## src/common/tmu_pkg.sv

```systemverilog
////////////////////
// Texture cache shared definitions.
// Address geometry, texel address decoding
// and the request and response words.
////////////////////

package tmu_pkg;

	// Geometry of the 8 KiB direct-mapped cache.
	localparam int TADR_W = 25;
	localparam int FML_W = 26;
	localparam int TAG_W = 13;
	localparam int INDEX_W = 8;
	localparam int BEAT_W = 2;
	localparam int LANE_W = 2;

	// Pass-through fields of a request.
	localparam int DADR_W = 24;
	localparam int FRAC_W = 6;

	// Texel address split into its cache fields.
	typedef struct packed {
		logic [TAG_W-1:0] tag;
		logic [INDEX_W-1:0] index;
		logic [BEAT_W-1:0] beat;
		logic [LANE_W-1:0] lane;
	} tex_fields_t;

	// One texel address, seen as a word address or as cache fields.
	typedef union packed {
		logic [TADR_W-1:0] raw;
		tex_fields_t f;
	} tex_adr_u;

	typedef struct packed {
		logic [DADR_W-1:0] dadr;
		tex_adr_u tadr_a;
		tex_adr_u tadr_b;
		tex_adr_u tadr_c;
		tex_adr_u tadr_d;
		logic [FRAC_W-1:0] x_frac;
		logic [FRAC_W-1:0] y_frac;
	} tmu_req_t;

	typedef struct packed {
		logic [DADR_W-1:0] dadr;
		logic [15:0] color_a;
		logic [15:0] color_b;
		logic [15:0] color_c;
		logic [15:0] color_d;
		logic [FRAC_W-1:0] x_frac;
		logic [FRAC_W-1:0] y_frac;
	} tmu_resp_t;

	typedef struct packed {
		logic valid;
		logic [TAG_W-1:0] tag;
	} tag_entry_t;

endpackage

```

## src/texcache/tmu_tag_check.sv

```systemverilog
////////////////////
// Texture cache lookup stage.
// Checks the four tags, picks the texels,
// holds the response and flags the first miss.
////////////////////

`timescale 1ns/1ps

module tmu_tag_check (
	input  logic                  sys_clk,
	input  logic                  sys_rst,

	input  tmu_pkg::tmu_req_t     req_i,
	input  logic                  in_valid_i,
	output logic                  in_ready_o,

	output tmu_pkg::tmu_resp_t    resp_o,
	output logic                  out_valid_o,
	input  logic                  out_ready_i,

	input  tmu_pkg::tag_entry_t   tag_a_i,
	input  tmu_pkg::tag_entry_t   tag_b_i,
	input  tmu_pkg::tag_entry_t   tag_c_i,
	input  tmu_pkg::tag_entry_t   tag_d_i,
	input  logic [63:0]           line_a_i,
	input  logic [63:0]           line_b_i,
	input  logic [63:0]           line_c_i,
	input  logic [63:0]           line_d_i,
	input  logic                  tag_wr_i,

	output logic                  miss_o,
	output tmu_pkg::tex_adr_u     miss_adr_o,
	output logic                  pending_o
);

	tmu_pkg::tmu_req_t req_r;
	logic pending;
	logic tag_wr_r;
	logic ignore_b, ignore_c, ignore_d;
	logic hit_a, hit_b, hit_c, hit_d;
	logic all_hit;
	logic complete;

	function automatic logic [15:0] sel_lane(input logic [63:0] line,
			input logic [tmu_pkg::LANE_W-1:0] lane);
		return line[{lane, 4'b0000} +: 16];
	endfunction

	// The request is registered alongside the RAM reads.
	always_ff @(posedge sys_clk) begin
		if (in_valid_i && in_ready_o)
			req_r <= req_i;
	end

	always_ff @(posedge sys_clk) begin
		if (sys_rst) begin
			pending <= 1'b0;
			tag_wr_r <= 1'b0;
		end else begin
			pending <= (in_valid_i && in_ready_o) || (pending && !complete);
			tag_wr_r <= tag_wr_i;
		end
	end

	// Texels on an integer coordinate are unused.
	assign ignore_b = (req_r.x_frac == '0);
	assign ignore_c = (req_r.y_frac == '0);
	assign ignore_d = ignore_b || ignore_c;

	// Data read just after a tag write is stale.
	assign hit_a = !tag_wr_r && tag_a_i.valid && (tag_a_i.tag == req_r.tadr_a.f.tag);
	assign hit_b = ignore_b ||
		(!tag_wr_r && tag_b_i.valid && (tag_b_i.tag == req_r.tadr_b.f.tag));
	assign hit_c = ignore_c ||
		(!tag_wr_r && tag_c_i.valid && (tag_c_i.tag == req_r.tadr_c.f.tag));
	assign hit_d = ignore_d ||
		(!tag_wr_r && tag_d_i.valid && (tag_d_i.tag == req_r.tadr_d.f.tag));
	assign all_hit = hit_a && hit_b && hit_c && hit_d;

	assign complete = pending && all_hit && (!out_valid_o || out_ready_i);
	assign in_ready_o = !pending || complete;
	assign pending_o = pending;

	// Response register.
	always_ff @(posedge sys_clk) begin
		if (complete) begin
			resp_o.dadr <= req_r.dadr;
			resp_o.color_a <= sel_lane(line_a_i, req_r.tadr_a.f.lane);
			resp_o.color_b <= sel_lane(line_b_i, req_r.tadr_b.f.lane);
			resp_o.color_c <= sel_lane(line_c_i, req_r.tadr_c.f.lane);
			resp_o.color_d <= sel_lane(line_d_i, req_r.tadr_d.f.lane);
			resp_o.x_frac <= req_r.x_frac;
			resp_o.y_frac <= req_r.y_frac;
		end
	end

	always_ff @(posedge sys_clk) begin
		if (sys_rst)
			out_valid_o <= 1'b0;
		else
			out_valid_o <= complete || (out_valid_o && !out_ready_i);
	end

	always_ff @(posedge sys_clk) begin
		if (sys_rst)
			miss_o <= 1'b0;
		else
			miss_o <= pending && !all_hit;
	end

	// First missing texel, in A, B, C, D order.
	always_ff @(posedge sys_clk) begin
		if (pending) begin
			if (!hit_a)
				miss_adr_o <= req_r.tadr_a;
			else if (!hit_b)
				miss_adr_o <= req_r.tadr_b;
			else if (!hit_c)
				miss_adr_o <= req_r.tadr_c;
			else if (!hit_d)
				miss_adr_o <= req_r.tadr_d;
		end
	end

endmodule

```

## config.mk

```make
export PLATFORM = sky130hd
export DESIGN_NAME = tmu_tag_check
export DESIGN_NICKNAME = d
export VERILOG_FILES = /design/src/common/tmu_pkg.sv /design/src/texcache/tmu_tag_check.sv
export SDC_FILE = /design/constraint.sdc
export NUM_CORES = 1
export LEC_CHECK = 0
export BUFFER_PORTS_ARGS = -buffer_cell sky130_fd_sc_hd__clkbuf_2
export CORE_AREA = 2 2 228 230
export CTS_BUF_LIST = sky130_fd_sc_hd__clkbuf_8
export DETAILED_ROUTE_END_ITERATION = 10
export DIE_AREA = 0 0 230 232
export GPL_TIMING_DRIVEN = 1
export SYNTH_ARGS = -nofsm -noshare
export SYNTH_HDL_FRONTEND = slang
export SYNTH_SLANG_ARGS = --single-unit
```

## constraint.sdc

```tcl
create_clock -name sys_clk -period 9.05 [get_ports sys_clk]
set_clock_uncertainty 0.2 [all_clocks]
set_input_delay 1.3575 -clock sys_clk [delete_from_list [all_inputs] [get_ports sys_clk]]
set_output_delay 1.3575 -clock sys_clk [all_outputs]
set_load 0.05 [all_outputs]
```

==> Word-level counts from Yosys, hierarchy flattened <==
Cells that the tools add are included.
{ "classes": {"n_eq_ne": 5, "shift": 4, "mux": 4, "n_reduce_logical": 34} }
{ "op_table": {"columns": ["cell", "n"], "rows": [
  ["variable part select 64 x 7 -> 16 bit", 4],
  ["two-way mux 25 bit", 4],
  ["== test 13 bit", 4],
  ["logical AND 1 bit", 17],
  ["zero test 6 bit", 2],
  ["logical OR 1 bit", 8],
  ["zero test 1 bit", 6],
  ["!= test 4 bit, second input constant", 1],
  ["AND reduction 2 bit", 1]
]} }
{ "word_totals": {"reg_bits": 265, "out_inout_bits": 129, "elab_cells": 66} }

==> Logic depth before layout (Yosys ltp) <==
Gate-level depths: netlist of run 1.
{ "logic_depth": {"depth_word": 12, "ltp_mapped": 8, "depth_no_buf": 6} }

==> Worst setup path after synthesis of run 1 <==
Ideal clock, no wire load.
{ "synth_path": {"path_kind": "input-to-reg", "start": "input port tag_c_i[6] (netlist name)", "end": "register req_r[0] (netlist name) (enable)", "setup_time_ps": 676, "arrival_time_ps": 9008, "t_required_ps": 8174, "path_slack_ps": -834, "stages": 8, "path_buffers": 2, "cell_sequence": "xor2_1 nor4_1 nand4_1 nand2b_1 buf_6 buf_4 nand4_1 a21oi_1"} }
{ "synth_between": {"elab_chain_cells": 9} }
{ "synth_lines": {"columns": ["element", "line_no", "text"], "rows": [
  ["start: declaration", "tmu_tag_check.sv:23", "input tmu_pkg::tag_entry_t tag_c_i,"],
  ["== test 13 bit", "tmu_tag_check.sv:75", "(!tag_wr_r && tag_c_i.valid && (tag_c_i.tag == req_r.tadr_c.f.tag));"],
  ["logical AND 1 bit", "tmu_tag_check.sv:75", null],
  ["logical OR 1 bit", "tmu_tag_check.sv:74", "assign hit_c = ignore_c ||"],
  ["logical AND 1 bit (2 in a row)", "tmu_tag_check.sv:78", "assign all_hit = hit_a && hit_b && hit_c && hit_d;"],
  ["logical AND 1 bit (2 in a row)", "tmu_tag_check.sv:80", "assign complete = pending && all_hit && (!out_valid_o || out_ready_i);"],
  ["logical OR 1 bit", "tmu_tag_check.sv:81", "assign in_ready_o = !pending || complete;"],
  ["logical AND 1 bit", "tmu_tag_check.sv:51", "if (in_valid_i && in_ready_o)"],
  ["end signal: assignment", "tmu_tag_check.sv:52", "req_r <= req_i;"],
  ["end: declaration", "tmu_tag_check.sv:36", "tmu_pkg::tmu_req_t req_r;"]
]} }
Every way passes these cells.
A chain may end at the register's enable or synchronous reset.

==> Worst setup path in the final report of run 1 <==
{ "layout_path": {"start": "input port tag_c_i[1] (netlist name)", "end": "output port in_ready_o"} }
{ "layout_between": {"elab_chain_cells": 8} }
{ "layout_lines": {"columns": ["element", "line_no", "text"], "rows": [
  ["== test 13 bit", "tmu_tag_check.sv:75", null],
  ["logical AND 1 bit", "tmu_tag_check.sv:75", null],
  ["logical OR 1 bit", "tmu_tag_check.sv:74", null],
  ["logical AND 1 bit (2 in a row)", "tmu_tag_check.sv:78", null],
  ["logical AND 1 bit (2 in a row)", "tmu_tag_check.sv:80", null],
  ["logical OR 1 bit", "tmu_tag_check.sv:81", null],
  ["end: declaration", "tmu_tag_check.sv:15", "output logic in_ready_o,"]
]} }
Every way passes these cells.

==> results of run 1 <==
## layer usage
layer	track usage, %	routed length [um]	part of all wire, %	up-vias
met5	0	94	0.22	-
met3	5.37	3740	8.9	85
met4	6.65	1710	4.0	14
li1	-	-	-	3481
met2	27.6	22000	52	429
met1	16.0	14600	35	3855
## worst max-delay path, delay by kind of cell
family	cells	cell delay [ps]
XOR/XNOR	1	190
buffers and inverters	3	820
AND/OR/NAND/NOR	5	1460
## cells in the mapped netlist (all sizes together)
cell type | instances | share of area, %
buf | 13 | 0.82
or3 | 2 | 0.11
and3 | 1 | 0.057
nor3b | 3 | 0.20
nor2 | 1 | 0.034
nor4 | 8 | 0.86
o21bai | 1 | 0.068
nor2b | 3 | 0.17
dfxtp | 4 | 0.72
mux4 | 64 | 13
or4 | 2 | 0.14
o221ai | 25 | 3.1
a21oi | 2 | 0.090
inv | 26 | 0.88
nand3b | 2 | 0.14
clkbuf | 13 | 0.44
nand2 | 26 | 0.88
edfxtp | 261 | 71
mux2i | 25 | 2.3
a311oi | 1 | 0.079
nor3 | 2 | 0.14
xnor2 | 26 | 2.1
nand2b | 2 | 0.11
nand4 | 10 | 0.70
xor2 | 26 | 2.1
o21ba | 1 | 0.090
## final cells by class
class                   instances  area [um2]  share of cell area [%]
inverters                      26        97.6                   0.620
well taps                     680         851                    5.40
flip-flops and latches        265        7920                    50.3
clock buffers                  50         688                    4.37
repair buffers                589        2970                    18.8
multi-input cells             233        2960                    18.8
clock inverters                37         267                    1.69
## cells by family (layout without fill, tap and decap cells)
group	count (synthesis)	after routing	synth area share, %
flops	265	265	71.5
compound gates	30	30	3.43
buf+inv	52	702	2.15
simple gates	62	62	3.54
mux	89	89	15.3
xor+xnor	52	52	4.11
## registers in the layout, summed over array words and instances, names as in the netlist
name,flops
miss_o,1
miss_adr_o,25
out_valid_o,1
pending_o,1
tag_wr_r,1
resp_o,100
req_r,136
## power groups by stage
stage	sequential (mW)	combinational [mW]	clock, mW
global placement	1.46	0.276	0
CTS	1.44	0.282	1.21
finish	1.44	0.276	1.16
detailed placement	1.46	0.278	0
global route	1.44	0.298	1.26
floorplan	1.47	0.116	0
## cell usage in the layout (no fill, tap or decap), drive strengths merged
| master | count |
|---|---|
| o21ba | 1 |
| clkbuf | 631 |
| nor3b | 3 |
| o221ai | 25 |
| mux2i | 25 |
| nor2 | 1 |
| nand4 | 10 |
| nor2b | 3 |
| xor2 | 26 |
| xnor2 | 26 |
| dfxtp | 4 |
| or4 | 2 |
| or3 | 2 |
| nor4 | 8 |
| mux4 | 64 |
| edfxtp | 261 |
| inv | 39 |
| a311oi | 1 |
| clkinv | 20 |
| nor3 | 2 |
| bufinv | 4 |
| nand3b | 2 |
| o21bai | 1 |
| buf | 8 |
| nand2 | 26 |
| nand2b | 2 |
| and3 | 1 |
| a21oi | 2 |
## worst paths after layout
check / slack [ps] / to / cells past startpoint / start
worst max register to register: 4590 / resp_o[7] / 9 / req_r[50]
worst max-delay path: 3640 / in_ready_o / 9 / tag_c_i[1]
worst min register to register: 200 / resp_o[88] / 0 / req_r[124]
worst min-delay path: 200 / resp_o[88] / 0 / req_r[124]
## metrics by stage
stage	worst slack [ps]	hold slack (ps)	area, um2	power, mW
after floorplan	1450	200	11100	1.59
after global placement	3600	200	14800	1.74
final	3640	200	15700	2.87
after global routing	3560	188	15700	3.00
after CTS	3630	189	15700	2.93
after detailed placement	3530	205	14800	1.74
==> metrics.md, run 1 <==
| Metric | Value |
|---|---|
| CTS buffer count | `49` |
| Netlist cell types | `33` |
| Placed cells | `1793` |
| Remaining antenna violation count | `0` |
| Avg WL per Cell | `22.4 um` |
| NumNets Final | `1617` |
| Final min period | `5410 ps` |
| Starting DRT DRC Count | `410` |
| Vias per inst | `4.18` |
| Finished Core Util | `30.9%` |
| Max Cap Viol | `0` |
| Startpoint types | `input pin` |
| Comb power frac | `9.6%` |
| Max Fanout on Critical Path | `28` |
| Vias in the first global route | `8410` |
| Pleak | `6.46 nW` |
| Gr ovfl total | `0` |
| Switch Pwr | `694 uW` |
| Post-Syn Nets | `1003` |
| Status | `finished clean` |
| Syn. warnings | `0` |
| Row Count | `83` |
| Syn Std Cell Area | `11100 um2` |
| # resized after CTS | `0` |
| Yosys reg bits | `265` |
| Crit path arrival time | `3850 ps` |
| Largest net degree at the start of global routing | `83` |
| Fillers | `5106` |
| Hold Path Class | `flip-flop to flip-flop` |
| Core footprint | `50900 um2` |
| Hold buffers post-CTS | `0` |
| Internal | `2.18 mW` |
| Max frequency | `185 MHz` |
| Slew HR | `25.6%` |
| Die Ht | `232 um` |
| PD cells | `182 nW/um2` |
| Slew Limit Fails | `0` |
| TritonCTS clock tree | `built` |
| Endpoints failing setup | `0` |
| Fin crit share | `59.8%` |
| Pre-antenna DRT Iters | `4` |
| Dpl hpwl | `33600 um` |
| Starting Density | `21.8%` |
| DR DRC count | `0` |
| Actual slew at the worst max-slew pin | `1120 ps` |
| First-pass GRT wire length | `57600 um` |
| Worst skew pair latency | `610 ps` |
| RSZ-0062 raised after global routing | `false` |
| Peak supply drop | `0.149 mV` |
| Ratio of cells with drive above 1 in the final layout | `62.4%` |
| I/O pin total | `582` |
| Initial antenna violation count | `7` |
| Htree depth | `2` |
| Port Buf Inserts | `581` |
| Area of the die | `53400 um2` |
| Switch share | `24.2%` |
| Required time of the critical path | `7490 ps` |
| Final wirelength | `42200 um` |
| Die X-Extent | `230 um` |
| Final Instance Count excl. Fillers | `1880` |
| Via count | `7864` |
| Clock share of power | `40.3%` |
| GRT Util Overall | `15.3%` |
| Ant. Diodes | `0` |
| Routability cong. | `0.862` |
| Max clock buf depth | `3` |
| Cell Chain, Critical Path | `clkbuf_2 -> xor2_1 -> nor4_1 -> nand4_1 -> nand2b_2 -> buf_4 -> nand4_1 -> nand2_1 -> clkbuf_2` |
| Synth-to-Final Area Change | `42.2%` |
| Seq pwr share | `50.0%` |
| Clock transition at path regs | `60 ps` |
| Syn Area/Cell | `20.1 um2` |
| Postcts setup bufs | `0` |
| Hold Fails Final Rpt | `0` |
| Slowest stage delay, CP | `660 ps` |
| Crit path kind | `input pin to primary output` |
| Setup TNS | `0 ps` |
| Sequential area share after synthesis | `71.5%` |
| Clock Sinks | `265` |
| Slowest CP cell | `nor4_1` |
| Mapped Cells | `550` |
| Clk root buf | `clkbuf_8` |
| Crit. End Element | `primary output` |
No activity file was read; power rests on OpenSTA's default activity.
==> run 2: changes to the inputs <==
ABC_AREA = 1   (was unset)
CORE_AREA = 2 2 226 228   (was 2 2 228 230)
DIE_AREA = 0 0 228 230   (was 0 0 230 232)
clock period = 5.28 ns   (was 9.05 ns; I/O delays follow)
==> metrics.md, run 2 <==
| Metric | Value |
|---|---|
| NumNets Final | `2147` |
| Fin crit share | `72.9%` |
| Vias per inst | `4.36` |
| Syn Area/Cell | `10.6 um2` |
| Routability cong. | `0.974` |
| Slowest stage delay, CP | `420 ps` |
| Required time of the critical path | `4290 ps` |
| Setup crit start | `tag_wr_r` |
| Max frequency | `260 MHz` |
| Synth area leader | `edfxtp_1` |
| TritonCTS clock tree | `built` |
| Max Fanout on Critical Path | `18` |
| Final min period | `3850 ps` |
| Worst skew pair latency | `610 ps` |
| Row Count | `82` |
| Crit-path leading delay family | `simple AND/OR/NAND/NOR gates` |
| Final WS setup | `1430 ps` |
| Post-Syn Nets | `1548` |
| Vias in the first global route | `10800` |
| Worst r2r dst | `req_r[65]` |
| Async set-reset flop share out of synthesis | `0%` |
| Postcts setup bufs | `0` |
| Reg2Reg Depth | `12` |
| Worst Setup EP | `in_ready_o` |
| Pleak | `7.25 nW` |
| Htree depth | `2` |
| Slew Limit Fails | `0` |
| Avg WL per Cell | `18.6 um` |
| Hold Path Class | `input pin to flip-flop` |
| DR DRC count | `0` |
| Slew HR | `30.2%` |
| Largest net degree at the start of global routing | `80` |
| I/O pin total | `582` |
| Sequential area share after synthesis | `68.0%` |
| Pre-antenna DRT Iters | `5` |
| Top-area cell type share of the netlist area | `67.3%` |
| Max Cap Viol | `0` |
| Setup TNS | `0 ps` |
| RSZ-0062 raised after global routing | `false` |
| # resized after CTS | `0` |
| Ratio of cells with drive above 1 in the final layout | `39.2%` |
| Initial antenna violation count | `4` |
| Post-Synth XOR/XNOR Area | `0.677%` |
| Dpl hpwl | `34800 um` |
| Largest family of logic cells by synthesized area | `simple AND/OR/NAND/NOR gates` |
| Crit. End Element | `primary output` |
| Worst slack, placed | `1390 ps` |
| Clock Sinks | `265` |
| Yosys reg bits | `265` |
| Via count | `10500` |
| CTS buffer count | `48` |
| Most used cell, CP | `nand2_1` |
| Starting Density | `23.3%` |
| R2r startpoint | `tag_wr_r` |
| Port Buf Inserts | `581` |
| Adder and majority cell fraction of the synthesized area | `0%` |
| Synth-to-Final Area Change | `39.1%` |
| Die X-Extent | `228 um` |
| Core footprint | `49900 um2` |
| Crit path arrival time | `2860 ps` |
| Final Instance Count excl. Fillers | `2403` |
| Endpoints failing setup | `0` |
| Syn Std Cell Area | `11600 um2` |
| Synth cell count leaders | `edfxtp_1, nor2_1, nand2_1` |
| Status | `finished clean` |
| Largest registers | `req_r x136, resp_o x100, miss_adr_o x25` |
| Clk root buf | `clkbuf_8` |
| Commonest non-fill, non-tap cells in the layout | `clkbuf_2, edfxtp_1, nor2_1` |
| Max clock buf depth | `3` |
| Number of enable flip-flop cells after synthesis | `261` |
| Netlist cell types | `30` |
| Crit path kind | `flip-flop to primary output` |
| Area of the die | `52400 um2` |
| PD cells | `293 nW/um2` |
| Mapped Cells | `1095` |
| Top_reg_cell synth | `edfxtp_1` |
| GRT Util Overall | `16.6%` |
| Placed cells | `2316` |
| Hold Fails Final Rpt | `0` |
| Final wirelength | `44800 um` |
| Top-count cell post-synth | `edfxtp_1` |
| Synth Area in Simple Gates | `13.7%` |
| Hold buffers post-CTS | `0` |
| Startpoint types | `flip-flop` |
| Syn. warnings | `0` |
| Dpl cell area | `15300 um2` |
| Synth area leaders | `edfxtp_1, nor2_1, o21ai_0, nand2_1, o22ai_1` |
| Post-synthesis compound-gate area fraction | `11.9%` |
| Final Cell Area | `16200 um2` |
| Reg with most FFs | `req_r` |
| Gr ovfl total | `0` |
| Buf/Inv on CP | `2` |
| Starting DRT DRC Count | `629` |
| Clock transition at path regs | `60 ps` |
| Max FFs per register | `136` |
| Actual slew at the worst max-slew pin | `1050 ps` |
| Peak supply drop | `0.188 mV` |
| Reg2Reg Setup Slack | `1900 ps` |
| Most common cell after layout, fill and taps aside | `clkbuf_2` |
| Final Power | `4.74 mW` |
| Mux cell area share after synthesis | `0%` |
| Remaining antenna violation count | `0` |
| First-pass GRT wire length | `65100 um` |
| Cell Chain, Critical Path | `nor2_1 -> nand2_1 -> nor2_1 -> nand2_1 -> nor2_1 -> nand2_1 -> nand2_4 -> nand2_1 -> nor2_2 -> a21oi_1 -> inv_1 -> clkbuf_2` |
| Number of cells on the critical path | `12` |
| Slowest CP cell | `dfxtp_1` |
| Die Ht | `230 um` |
## run 2: worst min path at each step
stage                from    endpoint  slack, ps  cells after the start
2_1_floorplan  req_r[112]  resp_o[76]        200                      0
3_3_place_gp   req_r[120]  resp_o[84]        200                      0
3_5_place_dp   req_r[114]  resp_o[78]        200                      0
4_1_cts         req_i[66]   req_r[66]         80                      1
5_1_grt         req_i[66]   req_r[66]         90                      1
6_report        req_i[35]   req_r[35]        160                      1
## run 2: logic make-up (layout without fill, tap and decap cells)
family / Yosys count / after routing
compound gates: 251 / 251
simple gates: 405 / 405
flops: 265 / 265
other cells: 0 / 2
buf+inv: 165 / 799
xor+xnor: 9 / 9
## run 2: worst reg2reg max path, cell delays in order, from the launching register on
cell and delay, ps:
dfxtp_1 420, nor2_1 210, nand2_1 70, nor2_1 100, nand2_1 70, nor2_1 90
nand2_1 110, nand2_4 240, nand2_1 110, nor2_2 260, a21oi_1 200, nor2_4 420
buf_12 380
## run 2: final cells by class
type | instances | area, um2
Fill cell | 5227 | 33700
Sequential cell | 265 | 7920
Multi-Input combinational cell | 665 | 3070
Timing Repair Buffer | 594 | 3040
Tap cell | 672 | 841
Clock buffer | 48 | 661
Inverter | 120 | 453
Clock inverter | 37 | 193
Antenna cell | 2 | 5.00
## run 2: metal layers
metal  GRT usage [%]  share of wire, %  up-vias
li1                -                 -     4991
met2            29.9                51      540
met5               0             0.029        -
met3            4.04               7.2       86
met1            18.8                38     4855
met4            6.90               3.5        2
## run 2: report_power, final
| part | internal (mW) | total (mW) | switching, mW |
|---|---|---|---|
| combinational | 0.209 | 0.496 | 0.287 |
| sequential | 2.41 | 2.45 | 0.0454 |
| clock | 0.901 | 1.79 | 0.891 |
| total | 3.52 | 4.74 | 1.22 |
## run 2: metrics by stage
stage | hold slack [ps] | util, %
after floorplan | 200 | -
after global routing | 91.4 | 32.5
after CTS | 80.0 | 32.5
final | 159 | 32.5
after global placement | 200 | 30.7
after detailed placement | 205 | 30.7
