==> src/common/tmu_pkg.sv <==
////////////////////
// Texture cache shared definitions.
// Address geometry, texel address decoding
// and the request and response words.
////////////////////

package tmu_pkg;

	// Geometry of the 8 KiB direct-mapped cache.
	localparam int TADR_W = 25;
	localparam int FML_W = 26;
	localparam int TAG_W = 13;
	localparam int INDEX_W = 8;
	localparam int BEAT_W = 2;
	localparam int LANE_W = 2;

	// Pass-through fields of a request.
	localparam int DADR_W = 24;
	localparam int FRAC_W = 6;

	// Texel address split into its cache fields.
	typedef struct packed {
		logic [TAG_W-1:0] tag;
		logic [INDEX_W-1:0] index;
		logic [BEAT_W-1:0] beat;
		logic [LANE_W-1:0] lane;
	} tex_fields_t;

	// One texel address, seen as a word address or as cache fields.
	typedef union packed {
		logic [TADR_W-1:0] raw;
		tex_fields_t f;
	} tex_adr_u;

	typedef struct packed {
		logic [DADR_W-1:0] dadr;
		tex_adr_u tadr_a;
		tex_adr_u tadr_b;
		tex_adr_u tadr_c;
		tex_adr_u tadr_d;
		logic [FRAC_W-1:0] x_frac;
		logic [FRAC_W-1:0] y_frac;
	} tmu_req_t;

	typedef struct packed {
		logic [DADR_W-1:0] dadr;
		logic [15:0] color_a;
		logic [15:0] color_b;
		logic [15:0] color_c;
		logic [15:0] color_d;
		logic [FRAC_W-1:0] x_frac;
		logic [FRAC_W-1:0] y_frac;
	} tmu_resp_t;

	typedef struct packed {
		logic valid;
		logic [TAG_W-1:0] tag;
	} tag_entry_t;

endpackage

==> src/texcache/tmu_line_fetch.sv <==
////////////////////
// Texture cache line fetch.
// Bursts a missing line from memory,
// refills data and tags, and runs the flush.
////////////////////

`timescale 1ns/1ps

module tmu_line_fetch (
	input  logic                                         sys_clk,
	input  logic                                         sys_rst,

	input  logic                                         miss_i,
	input  tmu_pkg::tex_adr_u                            miss_adr_i,
	input  logic                                         pending_i,
	input  logic                                         flush_i,

	output logic                                         fml_stb_o,
	output logic [tmu_pkg::FML_W-1:0]                    fml_adr_o,
	input  logic                                         fml_ack_i,
	input  logic [63:0]                                  fml_di_i,

	output logic                                         tag_wr_o,
	output logic [tmu_pkg::INDEX_W-1:0]                  tag_wr_adr_o,
	output tmu_pkg::tag_entry_t                          tag_wr_data_o,
	output logic                                         data_wr_en_o,
	output logic [tmu_pkg::INDEX_W+tmu_pkg::BEAT_W-1:0]  data_wr_adr_o,
	output logic [63:0]                                  data_wr_data_o,
	output logic                                         busy_o
);

	typedef enum logic [2:0] {
		S_IDLE,
		S_BEAT0,
		S_BEAT1,
		S_BEAT2,
		S_BEAT3,
		S_WAIT1,
		S_WAIT2,
		S_FLUSH
	} state_t;

	state_t state, state_next;
	tmu_pkg::tex_adr_u fetch_adr;
	tmu_pkg::tex_adr_u cur_adr;
	logic [tmu_pkg::BEAT_W-1:0] beat_cnt;
	logic [tmu_pkg::INDEX_W-1:0] flush_cnt;
	logic flush_mode;

	always_ff @(posedge sys_clk) begin
		if (sys_rst)
			state <= S_IDLE;
		else
			state <= state_next;
	end

	// Miss address is captured while idle and held for the burst.
	always_ff @(posedge sys_clk) begin
		if (state == S_IDLE)
			fetch_adr <= miss_adr_i;
	end

	always_ff @(posedge sys_clk) begin
		if (sys_rst)
			beat_cnt <= '0;
		else if (data_wr_en_o)
			beat_cnt <= beat_cnt + 1'b1;
		else if (state == S_IDLE)
			beat_cnt <= '0;
	end

	always_ff @(posedge sys_clk) begin
		if (sys_rst || state != S_FLUSH)
			flush_cnt <= '0;
		else
			flush_cnt <= flush_cnt + 1'b1;
	end

	always_comb begin
		state_next = state;
		fml_stb_o = 1'b0;
		data_wr_en_o = 1'b0;
		tag_wr_o = 1'b0;
		flush_mode = 1'b0;
		case (state)
			S_IDLE: begin
				if (flush_i) begin
					state_next = S_FLUSH;
				end else if (miss_i) begin
					fml_stb_o = 1'b1;
					data_wr_en_o = fml_ack_i;
					state_next = fml_ack_i ? S_BEAT1 : S_BEAT0;
				end
			end
			S_BEAT0: begin
				fml_stb_o = 1'b1;
				if (fml_ack_i) begin
					data_wr_en_o = 1'b1;
					state_next = S_BEAT1;
				end
			end
			S_BEAT1: begin
				data_wr_en_o = 1'b1;
				state_next = S_BEAT2;
			end
			S_BEAT2: begin
				data_wr_en_o = 1'b1;
				state_next = S_BEAT3;
			end
			S_BEAT3: begin
				// Tag goes in last, since it lets the lookup hit.
				data_wr_en_o = 1'b1;
				tag_wr_o = 1'b1;
				state_next = S_WAIT1;
			end
			S_WAIT1: state_next = S_WAIT2;
			S_WAIT2: state_next = S_IDLE;
			S_FLUSH: begin
				tag_wr_o = 1'b1;
				flush_mode = 1'b1;
				if (&flush_cnt)
					state_next = S_IDLE;
			end
			default: state_next = S_IDLE;
		endcase
	end

	assign cur_adr = (state == S_IDLE) ? miss_adr_i : fetch_adr;

	assign fml_adr_o = {cur_adr.f.tag, cur_adr.f.index,
		{(tmu_pkg::FML_W-tmu_pkg::TAG_W-tmu_pkg::INDEX_W){1'b0}}};

	assign data_wr_adr_o = {cur_adr.f.index, beat_cnt};
	assign data_wr_data_o = fml_di_i;

	assign tag_wr_adr_o = flush_mode ? flush_cnt : fetch_adr.f.index;
	assign tag_wr_data_o = '{valid: !flush_mode, tag: fetch_adr.f.tag};

	assign busy_o = (state != S_IDLE) || pending_i;

endmodule

==> config.mk <==
export PLATFORM = sky130hd
export DESIGN_NAME = tmu_line_fetch
export DESIGN_NICKNAME = d
export VERILOG_FILES = /design/src/common/tmu_pkg.sv /design/src/texcache/tmu_line_fetch.sv
export SDC_FILE = /design/constraint.sdc
export NUM_CORES = 1
export LEC_CHECK = 0
export ABC_AREA = 1
export BUFFER_PORTS_ARGS = -buffer_cell sky130_fd_sc_hd__buf_4
export CAP_MARGIN = 30
export CORE_AREA = 2 2 85 87
export DETAILED_ROUTE_END_ITERATION = 10
export DIE_AREA = 0 0 87 89
export PLACE_DENSITY = 0.77
export SLEW_MARGIN = 20
export SYNTH_ARGS = -nofsm -noshare
export SYNTH_HDL_FRONTEND = slang
export SYNTH_SLANG_ARGS = --single-unit
==> constraint.sdc <==
create_clock -name sys_clk -period 1.4 [get_ports sys_clk]
set_clock_uncertainty 0.05 [all_clocks]
set_input_delay 0.28 -clock sys_clk [delete_from_list [all_inputs] [get_ports sys_clk]]
set_output_delay 0.28 -clock sys_clk [all_outputs]
set_load 0.005 [all_outputs]
; ---- Yosys cells after proc, flatten, opt, wreduce, memory -nomap -nowiden
; Cells that the tools add are included.
[word_totals]
output_inout_bits = 126
word_cells = 47
reg_bits = 38
[classes]
add_sub_neg = 2
reduce_logical = 10
mux = 19
eq_ne = 11
[ops]
columns = operator, count
row1 = 2-to-1 mux 25 bit, 1
row2 = case mux 3 bit (8 select lines), 1
row3 = == test 3 bit (second input constant), 4
row4 = 2-to-1 mux 3 bit, 4
row5 = adder 8 x 1 -> 8 bit (second input constant), 1
row6 = 2-to-1 mux 8 bit, 1
row7 = AND reduction 8 bit, 1
row8 = 2-to-1 mux 1 bit, 7
row9 = == test 3 x 2 -> 1 bit (second input constant), 2
row10 = 2-to-1 mux 2 bit, 3
row11 = inequality test 3 bit (second input constant), 2
row12 = inequality test 2 bit (second input constant), 2
row13 = == test 3 x 1 -> 1 bit (second input constant), 1
row14 = zero test 3 bit, 1
row15 = case mux 1 bit (3 select lines), 1
row16 = AND reduction 3 bit, 1
row17 = nonzero test 3 bit, 1
row18 = OR reduction 3 bit, 1
row19 = adder 2 x 1 -> 2 bit (second input constant), 1
row20 = logical OR 1 bit, 2
row21 = case mux 1 bit (2 select lines), 1
row22 = nonzero test 2 bit, 1
row23 = OR reduction 2 bit, 1
row24 = zero test 1 bit, 1

; ---- Depth between registers and ports, before layout
; Gate-level depths: netlist of run 1.
[depth]
depth_word = 4
depth_mapped = 9
depth_no_buf = 9

; ---- Least setup slack after synthesis of run 1
; OpenSTA, ideal clock, no wires.
[synth_path]
path_kind = reg2out
startpoint = register state[2]
endpoint = output fml_adr_o[10] (netlist name)
required_ns = 1.070
n_path_buf = 2
path_slack_ns = -0.058
path_stages_with_launch = 9
t_arrival_ns = 1.128
path_cell_list = dfxtp_1 > inv_2 > nand2_4 > nor2_8 > inv_4 > buf_6 > nand2_1 > nand2_1 > buf_4
[synth_between]
elab_chain_len = 2
[synth_lines]
columns = element, line_no
row1 = from (decl), tmu_line_fetch.sv:43  ; state_t state, state_next;
row2 = from (signal assigned), tmu_line_fetch.sv:54  ; state <= state_next;
row3 = zero test 3 bit, tmu_line_fetch.sv:128  ; assign cur_adr = (state == S_IDLE) ? miss_adr_i : fetch_adr;
row4 = 2-to-1 mux 25 bit, -
row5 = to (decl), tmu_line_fetch.sv:19  ; output logic [tmu_pkg::FML_W-1:0] fml_adr_o,
; No other way between the ends.

; ---- Worst setup path in the final report of run 1
[layout_path]
startpoint = register state[1]
endpoint = output busy_o
[layout_between]
elab_chain_len = 2
[layout_lines]
columns = element, line_no
row1 = nonzero test 3 bit, tmu_line_fetch.sv:139  ; assign busy_o = (state != S_IDLE) || pending_i;
row2 = logical OR 1 bit, tmu_line_fetch.sv:139
row3 = to (decl), tmu_line_fetch.sv:29  ; output logic busy_o
; No other way between the ends.

==> results by stage, run 1 <==
Layout:
- The top cell types in the final layout, fill and taps aside, are sky130_fd_sc_hd__buf_4 (103), sky130_fd_sc_hd__nand2_1 (95), sky130_fd_sc_hd__dfxtp_1 (29).
- The number of filler cells placed in the layout is 685.
- The most frequent standard cell in the layout excluding fill and tap cells is sky130_fd_sc_hd__buf_4.
- From synthesis to final layout, the design area changed by 19.14%.
- The fraction of layout cells with a size suffix above 1 is 45.51%.
- In the final design database the tool counted 429 nets.
- The repair_antennas step left the layout with diodes totalling 0.

Run status:
- The final reports fail on setup timing.
- The flow ran to the end, but the final reports show violations.

Floorplanning:
- The starting density of the core is 32.89%.
- The total area inside the core boundary comes to 0.006719 mm².
- In this run the horizontal extent of the chip is 87 µm.
- The die covers 0.007743 mm².
- The die extent in y is 89 µm.
- Row generation in the floorplan step produced 30 rows.
- The number of placed I/O pins is 221.

Critical path:
- The data arrival at the endpoint of the critical path is 1410 ps.
- By startpoint and endpoint, the worst setup path is classified as reg -> out.
- Across all register-to-register paths, the minimum setup slack is -170 ps.
- STA puts the critical path data required time at 1070 ps.
- The type of element launching the critical path is a flop.
- The element type at the critical path end is an output port.
- Along the worst path, the maximum fanout reaches 6.

Detailed routing:
- Dividing the detail-routed via count by the number of cells gives 4.399.
- Dividing the detail-routed wire length by the instance count gives 12.30 µm.
- After detailed routing, the number of remaining DRC violations is 0.
- The residual antenna-violating net count after detailed routing is 0.
- In this run, the number of DRC markers left after iteration 0 of detailed routing was 88.
- Across all layers, the routed design uses 1821 vias.
- The detailed-route wire length is 5093 µm.
- The iteration count of the initial detailed-routing pass is 4.

Synth:
- Sequential cells were found to cover 30.80% of the synthesized design area.
- The number of distinct library cells after synthesis is 28.
- For this run, the number of Yosys warnings is 0.
- The synthesized design contains 34 register bits.
- After synthesis the cells add up to 0.002210 mm².
- The mean cell area of the mapped netlist is 7.128 µm².
- The gate count after technology mapping is 310.

STA:
- Setup total negative slack on the finished layout was measured at -11360 ps.
- Setup violations remaining at the end of the flow were counted as 43.
- The peak clock frequency supported by timing is 575.6 MHz.
- The worst path uses 124.1% of the clock period.
- The final hold violation count is 0.
- The max-slew violation count is 0.
- Setup repair after global routing could not meet its margin everywhere.
- The setup slack after layout is -337.5 ps.
- The shortest period the worst path allows is 1737 ps.

Placed design:
- The congestion estimate from routability-driven global placement came to 0.8392.
- Detailed placement ended at an HPWL of 3815 µm.
- The worst-case setup slack after placement is -50.63 ps.
- During placement, the flow inserted port buffers numbering 83.

Power:
- The ratio of total power to cell area is 2719 mW/mm².
- The analysis attributes to cell leakage a power of 1.357 nW.
- The worst-case IR drop observed on VDD is 1.265 mV.

Global routing:
- Summed over all layers, the global routing overflow is 0.
- Entering global routing, the biggest net connects 22 pins.
- The first global-routing pass estimated 8162 µm of wire.
- The number of global-route vias before repair is 1840.
- The global-route usage over all layers is 13.43%.
- The number of antenna violations at the first check in global routing is 0.

CTS:
- After clock tree synthesis, the flow added hold-fix buffers numbering 0.
- The maximum level of the CTS H-tree is 2.
- The count of clock tree sinks is 34.
- For the worst-skew pair, the clock arrives at the later sink with an insertion delay of 280 ps.
- The number of buffers on the longest clock path is 2.
- TritonCTS built the clock tree.
- In this run, CTS created clock tree buffers numbering 5.
- The tree is rooted in a sky130_fd_sc_hd__clkbuf_8.
- After clock tree synthesis, the clock-pin slew on the worst setup and hold paths is 80 ps.

Hold path:
- In this run the worst hold path is classified as in -> reg.

Run:
- The tool flagged a number of max-cap violations equal to 0.
## cells by family (layout without fill, tap and decap cells)
kind of cell             count (synthesis)  count (layout)  synth area share (%)
flip-flops                              34              34                 30.80
XOR/XNOR                                 2               2                0.7929
adder cells (fa/ha/maj)                  1               1                0.5662
other                                    1               5                0.1697
AND/OR/NAND/NOR                        144             144                 27.97
AO/OA/AOI/OAI                           15              15                 3.794
buffers and inverters                  113             133                 35.90
## layer usage
metal	wire length (µm)	part of all wire [%]	vias to the layer above	track usage, %
li1	-	-	898	-
met1	1906	37	795	12.70
met2	2584	51	100	25.61
met3	418	8.2	28	4.063
met4	184	3.6	0	7.670
met5	0	0	-	0
## synthesized netlist by cell type
cell / number / area [µm²]
sky130_fd_sc_hd__conb_1: 1 / 3.750
sky130_fd_sc_hd__buf_6: 2 / 22.52
sky130_fd_sc_hd__inv_4: 1 / 6.260
sky130_fd_sc_hd__dfxtp_1: 34 / 680.7
sky130_fd_sc_hd__xor2_1: 2 / 17.52
sky130_fd_sc_hd__a21oi_1: 5 / 25.02
sky130_fd_sc_hd__nand3_1: 9 / 45.04
sky130_fd_sc_hd__nor2_8: 1 / 20.02
sky130_fd_sc_hd__nand2_2: 2 / 12.51
sky130_fd_sc_hd__buf_2: 1 / 5.000
sky130_fd_sc_hd__o21ai_1: 3 / 15.01
sky130_fd_sc_hd__o21ai_0: 4 / 20.02
sky130_fd_sc_hd__ha_1: 1 / 12.51
sky130_fd_sc_hd__nand3_4: 1 / 17.52
sky130_fd_sc_hd__inv_1: 12 / 45.04
sky130_fd_sc_hd__or2_1: 1 / 6.260
sky130_fd_sc_hd__nor3b_2: 1 / 12.51
sky130_fd_sc_hd__nor2_4: 1 / 11.26
sky130_fd_sc_hd__a41oi_1: 1 / 8.760
sky130_fd_sc_hd__nand2_4: 1 / 11.26
sky130_fd_sc_hd__buf_4: 93 / 698.2
sky130_fd_sc_hd__o22ai_1: 1 / 6.260
sky130_fd_sc_hd__clkinv_2: 1 / 5.000
sky130_fd_sc_hd__nor2_1: 16 / 60.06
sky130_fd_sc_hd__nand2_1: 109 / 409.1
sky130_fd_sc_hd__inv_2: 3 / 11.26
sky130_fd_sc_hd__nand4_1: 2 / 12.51
sky130_fd_sc_hd__a21oi_2: 1 / 8.760
## registers in the layout, indices dropped and copies added (netlist names)
| signal | flops |
|---|---|
| flush_cnt | 8 |
| state | 3 |
| fetch_adr | 21 |
| beat_cnt | 2 |
## critical path: stages, from the launching register on
cell,delay [ps]
sky130_fd_sc_hd__dfxtp_2,350
sky130_fd_sc_hd__buf_6,130
sky130_fd_sc_hd__nor2_8,140
sky130_fd_sc_hd__buf_12,140
sky130_fd_sc_hd__inv_8,40
sky130_fd_sc_hd__or2_1,190
sky130_fd_sc_hd__buf_4,130
## per-stage QoR
step	hold WS (ps)	power (mW)	cell area [µm²]	instances	utilization (%)
after floorplan	292.7	4.115	2250	314	-
after global placement	403.8	5.600	2342	392	34.86
after detailed placement	406.5	5.673	2342	392	34.86
after CTS	152.8	7.242	2616	414	38.94
after global routing	162.9	7.755	2633	414	39.18
final	161.7	7.158	2633	414	39.18
## layout make-up
type	instances	area, µm²	share of cell area (%)
sequential	34	691.9	26.28
inverter	17	81.33	3.089
clock buffer	5	68.82	2.614
clock inverter	3	43.79	1.664
tap	80	100.1	3.802
multi-input combinational	167	807.0	30.66
timing repair inverter	2	15.01	0.5703
timing repair buffer	106	824.5	31.32
## where the power goes
group          total, mW  switching, mW  internal [mW]
clock              0.917          0.386          0.531
combinational       4.61           2.18           2.43
sequential          1.63          0.244           1.39
## what timing repair did
item	CTS	global route
cloned	2	0
pin swaps	2	4
buffers inserted	12	0
resized for setup	19	6
setup endpoints to repair	42	48
## final timing paths
check	start	end	depth (start not counted)
max	state[1]$_SDFFE_PP0P_	busy_o	6
min	miss_adr_i[23]	fetch_adr[23]$_DFF_P_	3
max reg2reg	state[1]$_SDFFE_PP0P_	beat_cnt[1]$_SDFFE_PP0P_	11
min reg2reg	fetch_adr[23]$_DFF_P_	fetch_adr[23]$_DFF_P_	2
Note: power is estimated with default switching activity, not from simulation.
==> inputs of run 2 (changes only) <==
Settings changed: CORE_AREA 2 2 85 87 to default, CORE_ASPECT_RATIO from default to 0.8, CORE_UTILIZATION from default to 33, DIE_AREA 0 0 87 89 to default, PLACE_DENSITY 0.77 to 0.78.
==> run 2 against run 1 <==
The flow still finishes with violations (setup timing); via count shrank 1.4%; die area is 9.2% lower; final cell count down 0.48%; critical endpoint is now data_wr_adr_o[4].
==> results by stage, run 2 (same netlist as run 1, synthesis figures left out) <==
Detailed routing:
- The average wire length per cell after detail routing came to 12.39 µm (+0.70%).
- The via count is 1795 (-1.4%).
- The length of routed met3 wiring is 473 µm (+13%).
- The residual DRC count is 0 (unchanged).
- The routed wire length on met2 is 2435 µm (-5.8%).
- The iteration count of the initial detailed-routing pass is 4 (unchanged).
- The number of DRC violations after detailed-routing iteration 0 came to 37 (-58%).
- The detailed-route wire length is 5104 µm (+0.22%).
- The average vias per placed instance came to 4.357 (-0.95%).
- The detailed-routing wirelength on met1 is 2139 µm (+12%).
- The residual antenna-violating net count after detailed routing is 0 (unchanged).
- The top metal layer carrying routed signals is met4.

Global routing:
- The number of global-route vias before repair is 1518 (-18%).
- The maximum number of pins on one net before global-route repair was 26 (+18%).
- The global-route usage over all layers came to 13.57% (+0.14 points).
- The remaining global-route overflow is 0 (unchanged).
- The number of antenna violations at the first check in global routing is 0 (unchanged).
- The global-route wire length before repair is 7272 µm (-11%).

Hold path:
- The startpoint identified for the worst hold timing path is miss_adr_i[21].
- The path class of the lowest-slack min-delay path is in -> reg.
- The cell depth of the worst hold path is 3 (unchanged).
- The worst hold path terminates at fetch_adr[21]$_DFF_P_.

Layout:
- The filler-free cell count of the finished design is 412 (-0.48%).
- The largest registers in the layout are fetch_adr: 21 flops, flush_cnt: 8 flops, state: 3 flops.
- The total inserted antenna cells is 0 (unchanged).
- The number of nets in the finished design is 423 (-1.4%).
- The library cells used most frequently in the layout, excluding fill and tap cells, are sky130_fd_sc_hd__buf_4 (95), sky130_fd_sc_hd__nand2_1 (82), sky130_fd_sc_hd__dfxtp_1 (29).
- The flip-flop count of the largest register after layout was 21 (unchanged).
- From synthesis to final layout, the design area changed by 20.84%.
- The final non-filler cell area came to 0.002670 mm² (+1.4%).
- The register with the most flip-flops is fetch_adr.
- The library cell used most frequently in the layout, excluding fill and tap cells, is sky130_fd_sc_hd__buf_4.
- The fraction of layout cells with a size suffix above 1 is 49.39% (+3.9 points).

CTS:
- The number of buffers on the longest clock path is 2 (unchanged).
- The library cell used as clock root buffer is sky130_fd_sc_hd__clkbuf_8.
- The count of clock tree sinks is 34 (unchanged).
- The maximum level of the CTS H-tree is 2 (unchanged).
- The clock latency reported for the late side of the worst-skew pair is 290 ps (about the same).
- TritonCTS built the clock tree.
- The number of buffers created by CTS is 5 (unchanged).
- The clock-pin slew on the worst setup and hold paths is 80 ps (about the same).

Power:
- The leakage dissipation is 1.347 nW (-0.77%).
- The internal cell power came to 4.515 mW (+3.8%).
- The switching share of total power is 38.52% (-0.74 points).
- The share of total power in the clock network was 12.2% (-0.6 points).
- The worst vdd rail ir drop is 0.8263 mV (-35%).
- The power dissipated by switching net loads is 2.828 mW (+0.66%).
- The overall power is 7.343 mW (+2.6%).
- The ratio of total power to cell area is 2750 mW/mm² (+1.2%).
- The sequential share of power is 22.3% (-0.5 points).
- The relative contribution of combinational cells to total power is 65.5% (+1.1 points).

Critical path:
- The maximum cell stage delay along the critical path is 370 ps (+20 ps).
- The maximum fanout encountered on the critical timing path is 10 (+4).
- The data arrival at the endpoint of the critical path was 1400 ps (about the same).
- The startpoint identified for the worst register-to-register timing path is state[1]$_SDFFE_PP0P_.
- In this run the critical register-to-register path is captured at flush_cnt[2]$_SDFF_PP0_.
- The required arrival time at the worst endpoint is 1070 ps (about the same).
- The slowest cell on the critical path is sky130_fd_sc_hd__dfxtp_4.
- The worst reg-to-reg path cell count came to 6 (-5).
- Broken down by cell family, the worst path's largest delay share belongs to buffers and inverters.
- The element type at the critical path end is an output port.
- The worst reg-to-reg setup slack is 10 ps (+180 ps).
- The critical path goes through inv_4 > nand2_4 > nor2_8 > inv_6 > buf_12 > nand2_2 > nand2_2 > buf_4.
- The type of element launching the critical path is a flop.
- The critical path is of the reg -> out type.
- The number of buffers and inverters on the critical path was 4 (unchanged).
- The most used cell along the critical path is sky130_fd_sc_hd__nand2_2.

Floorplanning:
- The number of placement rows is 26 (-13%).
- The die extent in y is 75.19 µm (-16%).
- The number of placed I/O pins is 221 (unchanged).
- The placeable core area was 0.006441 mm² (-4.1%).
- The starting density of the core is 34.30% (+1.4 points).
- The area of the die is 0.007029 mm² (-9.2%).
- The horizontal die dimension is 93.49 µm (+7.5%).

Run:
- The count of max-cap constraint violations is 0 (unchanged).

STA:
- The final number of setup-violating endpoints was 42 (-2.3%).
- The peak clock frequency supported by timing is 577.0 MHz (+0.26%).
- The worst hold margin is 159.3 ps (-2.425 ps).
- The setup slack after layout is -333.0 ps (+4.437 ps).
- Setup repair after global routing could not meet its margin everywhere.
- The max-slew violation count is 0 (unchanged).
- The final hold violation count is 0 (unchanged).
- The shortest period the worst path allows is 1733 ps (-4.437 ps).
- The ratio of final minimum period to clock period came to 123.8% (-0.32 points).

Placed design:
- The detailed-placement wirelength estimate was 3539 µm (-7.2%).
- The placed standard-cell area is 0.002357 mm² (+0.64%).
- The total of buffers placed on input and output ports was 83 (unchanged).
- The routability congestion estimate from global placement came to 0.8524 (+1.6%).
- The number of cells in the design after placement is 394 (+0.51%).

Run status:
- The run finished, with violations left.
- The checks that failed: setup timing.
-- run 2: cell type report --
type | count | area (µm²)
multi-input cells | 167 | 855.8
flip-flops and latches | 34 | 691.9
clock inverters | 1 | 30.03
repair buffers | 102 | 832.0
well taps | 84 | 105.1
inverters | 17 | 78.83
fillers | 683 | 3771
clock buffers | 7 | 76.32
-- run 2: worst max-delay path by stage --
stage | cells after the start | start | slack (ps) | end
floorplan | 8 | state[2]$_SDFFE_PP0P_ | -8 | fml_adr_o[10]
global placement | 8 | state[2]$_SDFFE_PP0P_ | -20 | fml_adr_o[7]
detailed placement | 8 | state[2]$_SDFFE_PP0P_ | -40 | fml_adr_o[7]
CTS | 8 | state[2]$_SDFFE_PP0P_ | -330 | fml_adr_o[7]
global route | 6 | state[1]$_SDFFE_PP0P_ | -400 | tag_wr_adr_o[6]
finish | 8 | state[2]$_SDFFE_PP0P_ | -330 | data_wr_adr_o[4]
-- run 2: layer usage --
layer | up-vias | track usage (%)
met5 | - | 0
met4 | 0 | 3.761
met3 | 11 | 7.172
met2 | 91 | 20.59
met1 | 801 | 16.88
li1 | 892 | -
-- run 2: stage by stage --
stage,util (%),setup TNS [ps],worst slack [ps]
6_report,41.45,-12050,-333.0
5_1_grt,41.45,-15760,-404.7
4_1_cts,38.91,-11890,-330.6
3_5_place_dp,36.60,-537.2,-39.04
3_3_place_gp,36.60,-127.2,-17.85
2_1_floorplan,-,-55.02,-7.865
-- run 2: power groups by stage --
stage | Clock [mW] | Combinational (mW) | Sequential, mW
after global placement | 0 | 4.07 | 1.62
after CTS | 0.926 | 4.24 | 1.62
after detailed placement | 0 | 4.12 | 1.64
after floorplan | 0 | 2.52 | 1.59
after global routing | 0.983 | 5.28 | 1.69
final | 0.896 | 4.81 | 1.64
-- run 2: worst register-to-register path, cell delays in order, from the launching register on --
cell	delay, ps
sky130_fd_sc_hd__dfxtp_2	330
sky130_fd_sc_hd__buf_6	140
sky130_fd_sc_hd__nand3_4	200
sky130_fd_sc_hd__buf_4	220
sky130_fd_sc_hd__nor2_4	140
sky130_fd_sc_hd__inv_2	80
sky130_fd_sc_hd__nor3b_2	170
-- run 2: what timing repair did --
action                                  in CTS  in global routing
hold buffers                                 0                  0
setup buffers                                2                  7
endpoints found under the setup margin      42                 44
gates cloned                                 0                  1
resized for setup                           13                 32
pin swaps                                    2                  6
==> inputs of run 3 (changes only) <==
Settings changed: CORE_ASPECT_RATIO 0.8 to 0.5.
==> run 3 against run 2 <==
Sequential power is essentially flat; worst setup slack gained 20 ps; first-iteration DRC count up 95%; via count grew 4.0%; power up 5.3%; the run still ends with setup timing left; sequential share of layout area is 1.9 points lower; worst hold slack better by 10 ps; largest power group unchanged; highest routed layer unchanged; die area up 0.25%; clock power rose by 24%; global-route usage is 1.2 points higher.
==> results by stage, run 3 (same netlist as run 1, synthesis figures left out) <==
Floorplanning:
- The placeable core area is 0.006256 mm² (-2.9%).
- The number of placed I/O pins is 221 (unchanged).
- The starting density of the core is 35.32% (+1.0 points).
- The area of the die is 0.007047 mm² (+0.25%).
- The die extent in y came to 59.86 µm (-20%).
- The number of placement rows was 20 (-23%).
- The horizontal die dimension is 117.7 µm (+26%).

Placed design:
- The worst-case setup slack after placement is -23.26 ps (+15.78 ps).
- The placed standard-cell area was 0.002345 mm² (-0.53%).
- The total of buffers placed on input and output ports is 83 (unchanged).
- The detailed-placement wirelength estimate came to 3813 µm (+7.7%).
- The routability congestion estimate from global placement came to 0.8180 (-4.0%).
- The number of cells in the design after placement was 399 (+1.3%).

Detailed routing:
- The residual DRC count is 0 (unchanged).
- The average vias per placed instance is 4.432 (+1.7%).
- The number of DRC violations after detailed-routing iteration 0 is 72 (+95%).
- The iteration count of the initial detailed-routing pass was 4 (unchanged).
- The via count was 1866 (+4.0%).
- The average wire length per cell after detail routing was 13.61 µm (+9.9%).
- The residual antenna-violating net count after detailed routing is 0 (unchanged).
- The detailed-route wire length is 5731 µm (+12%).

STA:
- The ratio of final minimum period to clock period is 122.3% (-1.4 points).
- Setup repair after global routing could not meet its margin everywhere.
- The setup slack after layout is -312.8 ps (+20.19 ps).
- The final number of setup-violating endpoints is 43 (+2.4%).
- The shortest period the worst path allows is 1713 ps (-20.19 ps).
- The peak clock frequency supported by timing was 583.8 MHz (+1.2%).
- The max-slew violation count came to 0 (unchanged).
- The final hold violation count came to 0 (unchanged).

Power:
- The overall power is 7.735 mW (+5.3%).
- The switching share of total power was 38.50% (about the same).
- The leakage dissipation is 1.414 nW (+5.0%).
- The internal cell power is 4.757 mW (+5.4%).
- The power dissipated by switching net loads is 2.978 mW (+5.3%).
- The ratio of total power to cell area is 2698 mW/mm² (-1.9%).
- The share of total power in the clock network was 14.4% (+2.2 points).
- The worst vdd rail ir drop is 0.7501 mV (-9.2%).
- The sequential share of power is 21.4% (-0.9 points).
- The relative contribution of combinational cells to total power is 64.2% (-1.3 points).

Layout:
- More flip-flops sit in one register than any other, and that register is fetch_adr.
- The library cells used most frequently in the layout, excluding fill and tap cells, are sky130_fd_sc_hd__buf_4 (86), sky130_fd_sc_hd__nand2_1 (71), sky130_fd_sc_hd__nand2_2 (30), sky130_fd_sc_hd__dfxtp_1 (30), sky130_fd_sc_hd__buf_6 (18).
- The utilization after layout is 45.82% (+4.4 points).
- From synthesis to final layout, the design area changed by 29.73%.
- The number of nets in the finished design is 428 (+1.2%).
- The flip-flop count of the largest register after layout is 21 (unchanged).
- The most frequent standard cell in the layout excluding fill and tap cells is sky130_fd_sc_hd__buf_4.
- The final non-filler cell area is 0.002867 mm² (+7.4%).
- The total inserted antenna cells is 0 (unchanged).
- The filler-free cell count of the finished design came to 421 (+2.2%).
- The number of filler cells placed in the layout is 605 (-11%).
- The largest registers in the layout are fetch_adr: 21 flops, flush_cnt: 8 flops, state: 3 flops.
- The fraction of layout cells with a size suffix above 1 is 53.75% (+4.4 points).

Run status:
- The flow ran to the end, but the final reports show violations.
- The checks that failed: setup timing.

Global routing:
- The maximum number of pins on one net before global-route repair is 26 (unchanged).
- The global-route wire length before repair is 7997 µm (+10%).
- The global-route usage over all layers is 14.77% (+1.2 points).
- The number of global-route vias before repair is 1649 (+8.6%).
- The remaining global-route overflow is 0 (unchanged).
- The number of antenna violations at the first check in global routing is 0 (unchanged).

Critical path:
- The data arrival at the endpoint of the critical path came to 1380 ps (-20 ps).
- The worst reg-to-reg setup slack is -250 ps (-260 ps).
- The element type at the critical path end is an output port.
- The type of the worst setup path is reg -> out.
- The startpoint of the worst register-to-register path is state[0]$_SDFFE_PP0P_.
- The required arrival time at the worst endpoint is 1070 ps (about the same).
- The critical path starts at state[2]$_SDFFE_PP0P_.
- The worst setup path is launched from a flop.
- The maximum fanout encountered on the critical timing path was 23 (+13).

CTS:
- The number of buffers created by CTS was 5 (unchanged).
- The count of clock tree sinks came to 34 (unchanged).
- The number of buffers inserted for hold repair after clock tree synthesis came to 0 (unchanged).
- The number of buffers on the longest clock path is 2 (unchanged).
- The tree is rooted in a sky130_fd_sc_hd__clkbuf_16.
- The clock-pin slew on the worst setup and hold paths came to 60 ps (-20 ps).
- The maximum level of the CTS H-tree came to 2 (unchanged).
- The clock tree from TritonCTS is built.
- The clock latency reported for the late side of the worst-skew pair was 280 ps (about the same).

Run:
- The count of max-cap constraint violations was 0 (unchanged).

Hold path:
- The path class of the lowest-slack min-delay path is in -> reg.
- The worst hold path begins at miss_adr_i[13].
## run 3: cell count changes in the layout (fill, tap and decap cells not counted), sizes merged
cell	delta
buf	+5
bufinv	-1
inv	+1
## run 3: layout make-up
type / count / area [µm²] / area share, %
clock buffer: 7 / 142.6 / 4.976
clock inverter: 1 / 5.005 / 0.1746
inverter: 17 / 73.82 / 2.575
multi-input combinational: 167 / 933.4 / 32.56
sequential: 34 / 688.2 / 24.01
tap: 88 / 110.1 / 3.841
timing repair buffer: 107 / 913.4 / 31.86
## run 3: worst paths after layout
| path | depth (start not counted) | end |
|---|---|---|
| min reg2reg | 2 | fetch_adr[24]$_DFF_P_ |
| min | 3 | fetch_adr[13]$_DFF_P_ |
| max | 6 | busy_o |
| max reg2reg | 13 | beat_cnt[1]$_SDFFE_PP0P_ |
## run 3: what timing repair did
action / CTS / global route
pin swaps: 5 / 11
gates cloned: 0 / 1
buffers inserted: 10 / 4
endpoints found under the setup margin: 42 / 45
resized for setup: 18 / 60
## run 3: metrics by stage
step / hold slack [ps] / setup TNS, ps
CTS: 167.6 / -11250
detailed placement: 410.0 / -98.03
global route: 182.1 / -13860
global placement: 405.6 / -13.73
finish: 169.6 / -10920
floorplan: 292.7 / -55.02
## run 3: per-layer routing
layer  part of all wire, %  GRT usage, %  vias up
met5                     0             0        -
met4                   3.2         8.791        0
met3                    10         6.870       19
met2                    50         26.22       88
met1                    37         14.79      858
li1                      -             -      901
## run 3: power groups by stage
stage | Combinational (mW) | Sequential [mW] | Clock (mW)
3_5_place_dp | 3.99 | 1.61 | 0
4_1_cts | 4.35 | 1.60 | 1.13
3_3_place_gp | 3.97 | 1.60 | 0
2_1_floorplan | 2.52 | 1.59 | 0
6_report | 4.97 | 1.66 | 1.11
5_1_grt | 5.43 | 1.72 | 1.18
## run 3: worst max-delay path, stage by stage (launching register included)
cell and delay, ps:
sky130_fd_sc_hd__dfxtp_4 360, sky130_fd_sc_hd__inv_4 60, sky130_fd_sc_hd__nand2_4 60, sky130_fd_sc_hd__nor2_8 150, sky130_fd_sc_hd__inv_6 110, sky130_fd_sc_hd__or2_1 220, sky130_fd_sc_hd__buf_4 130
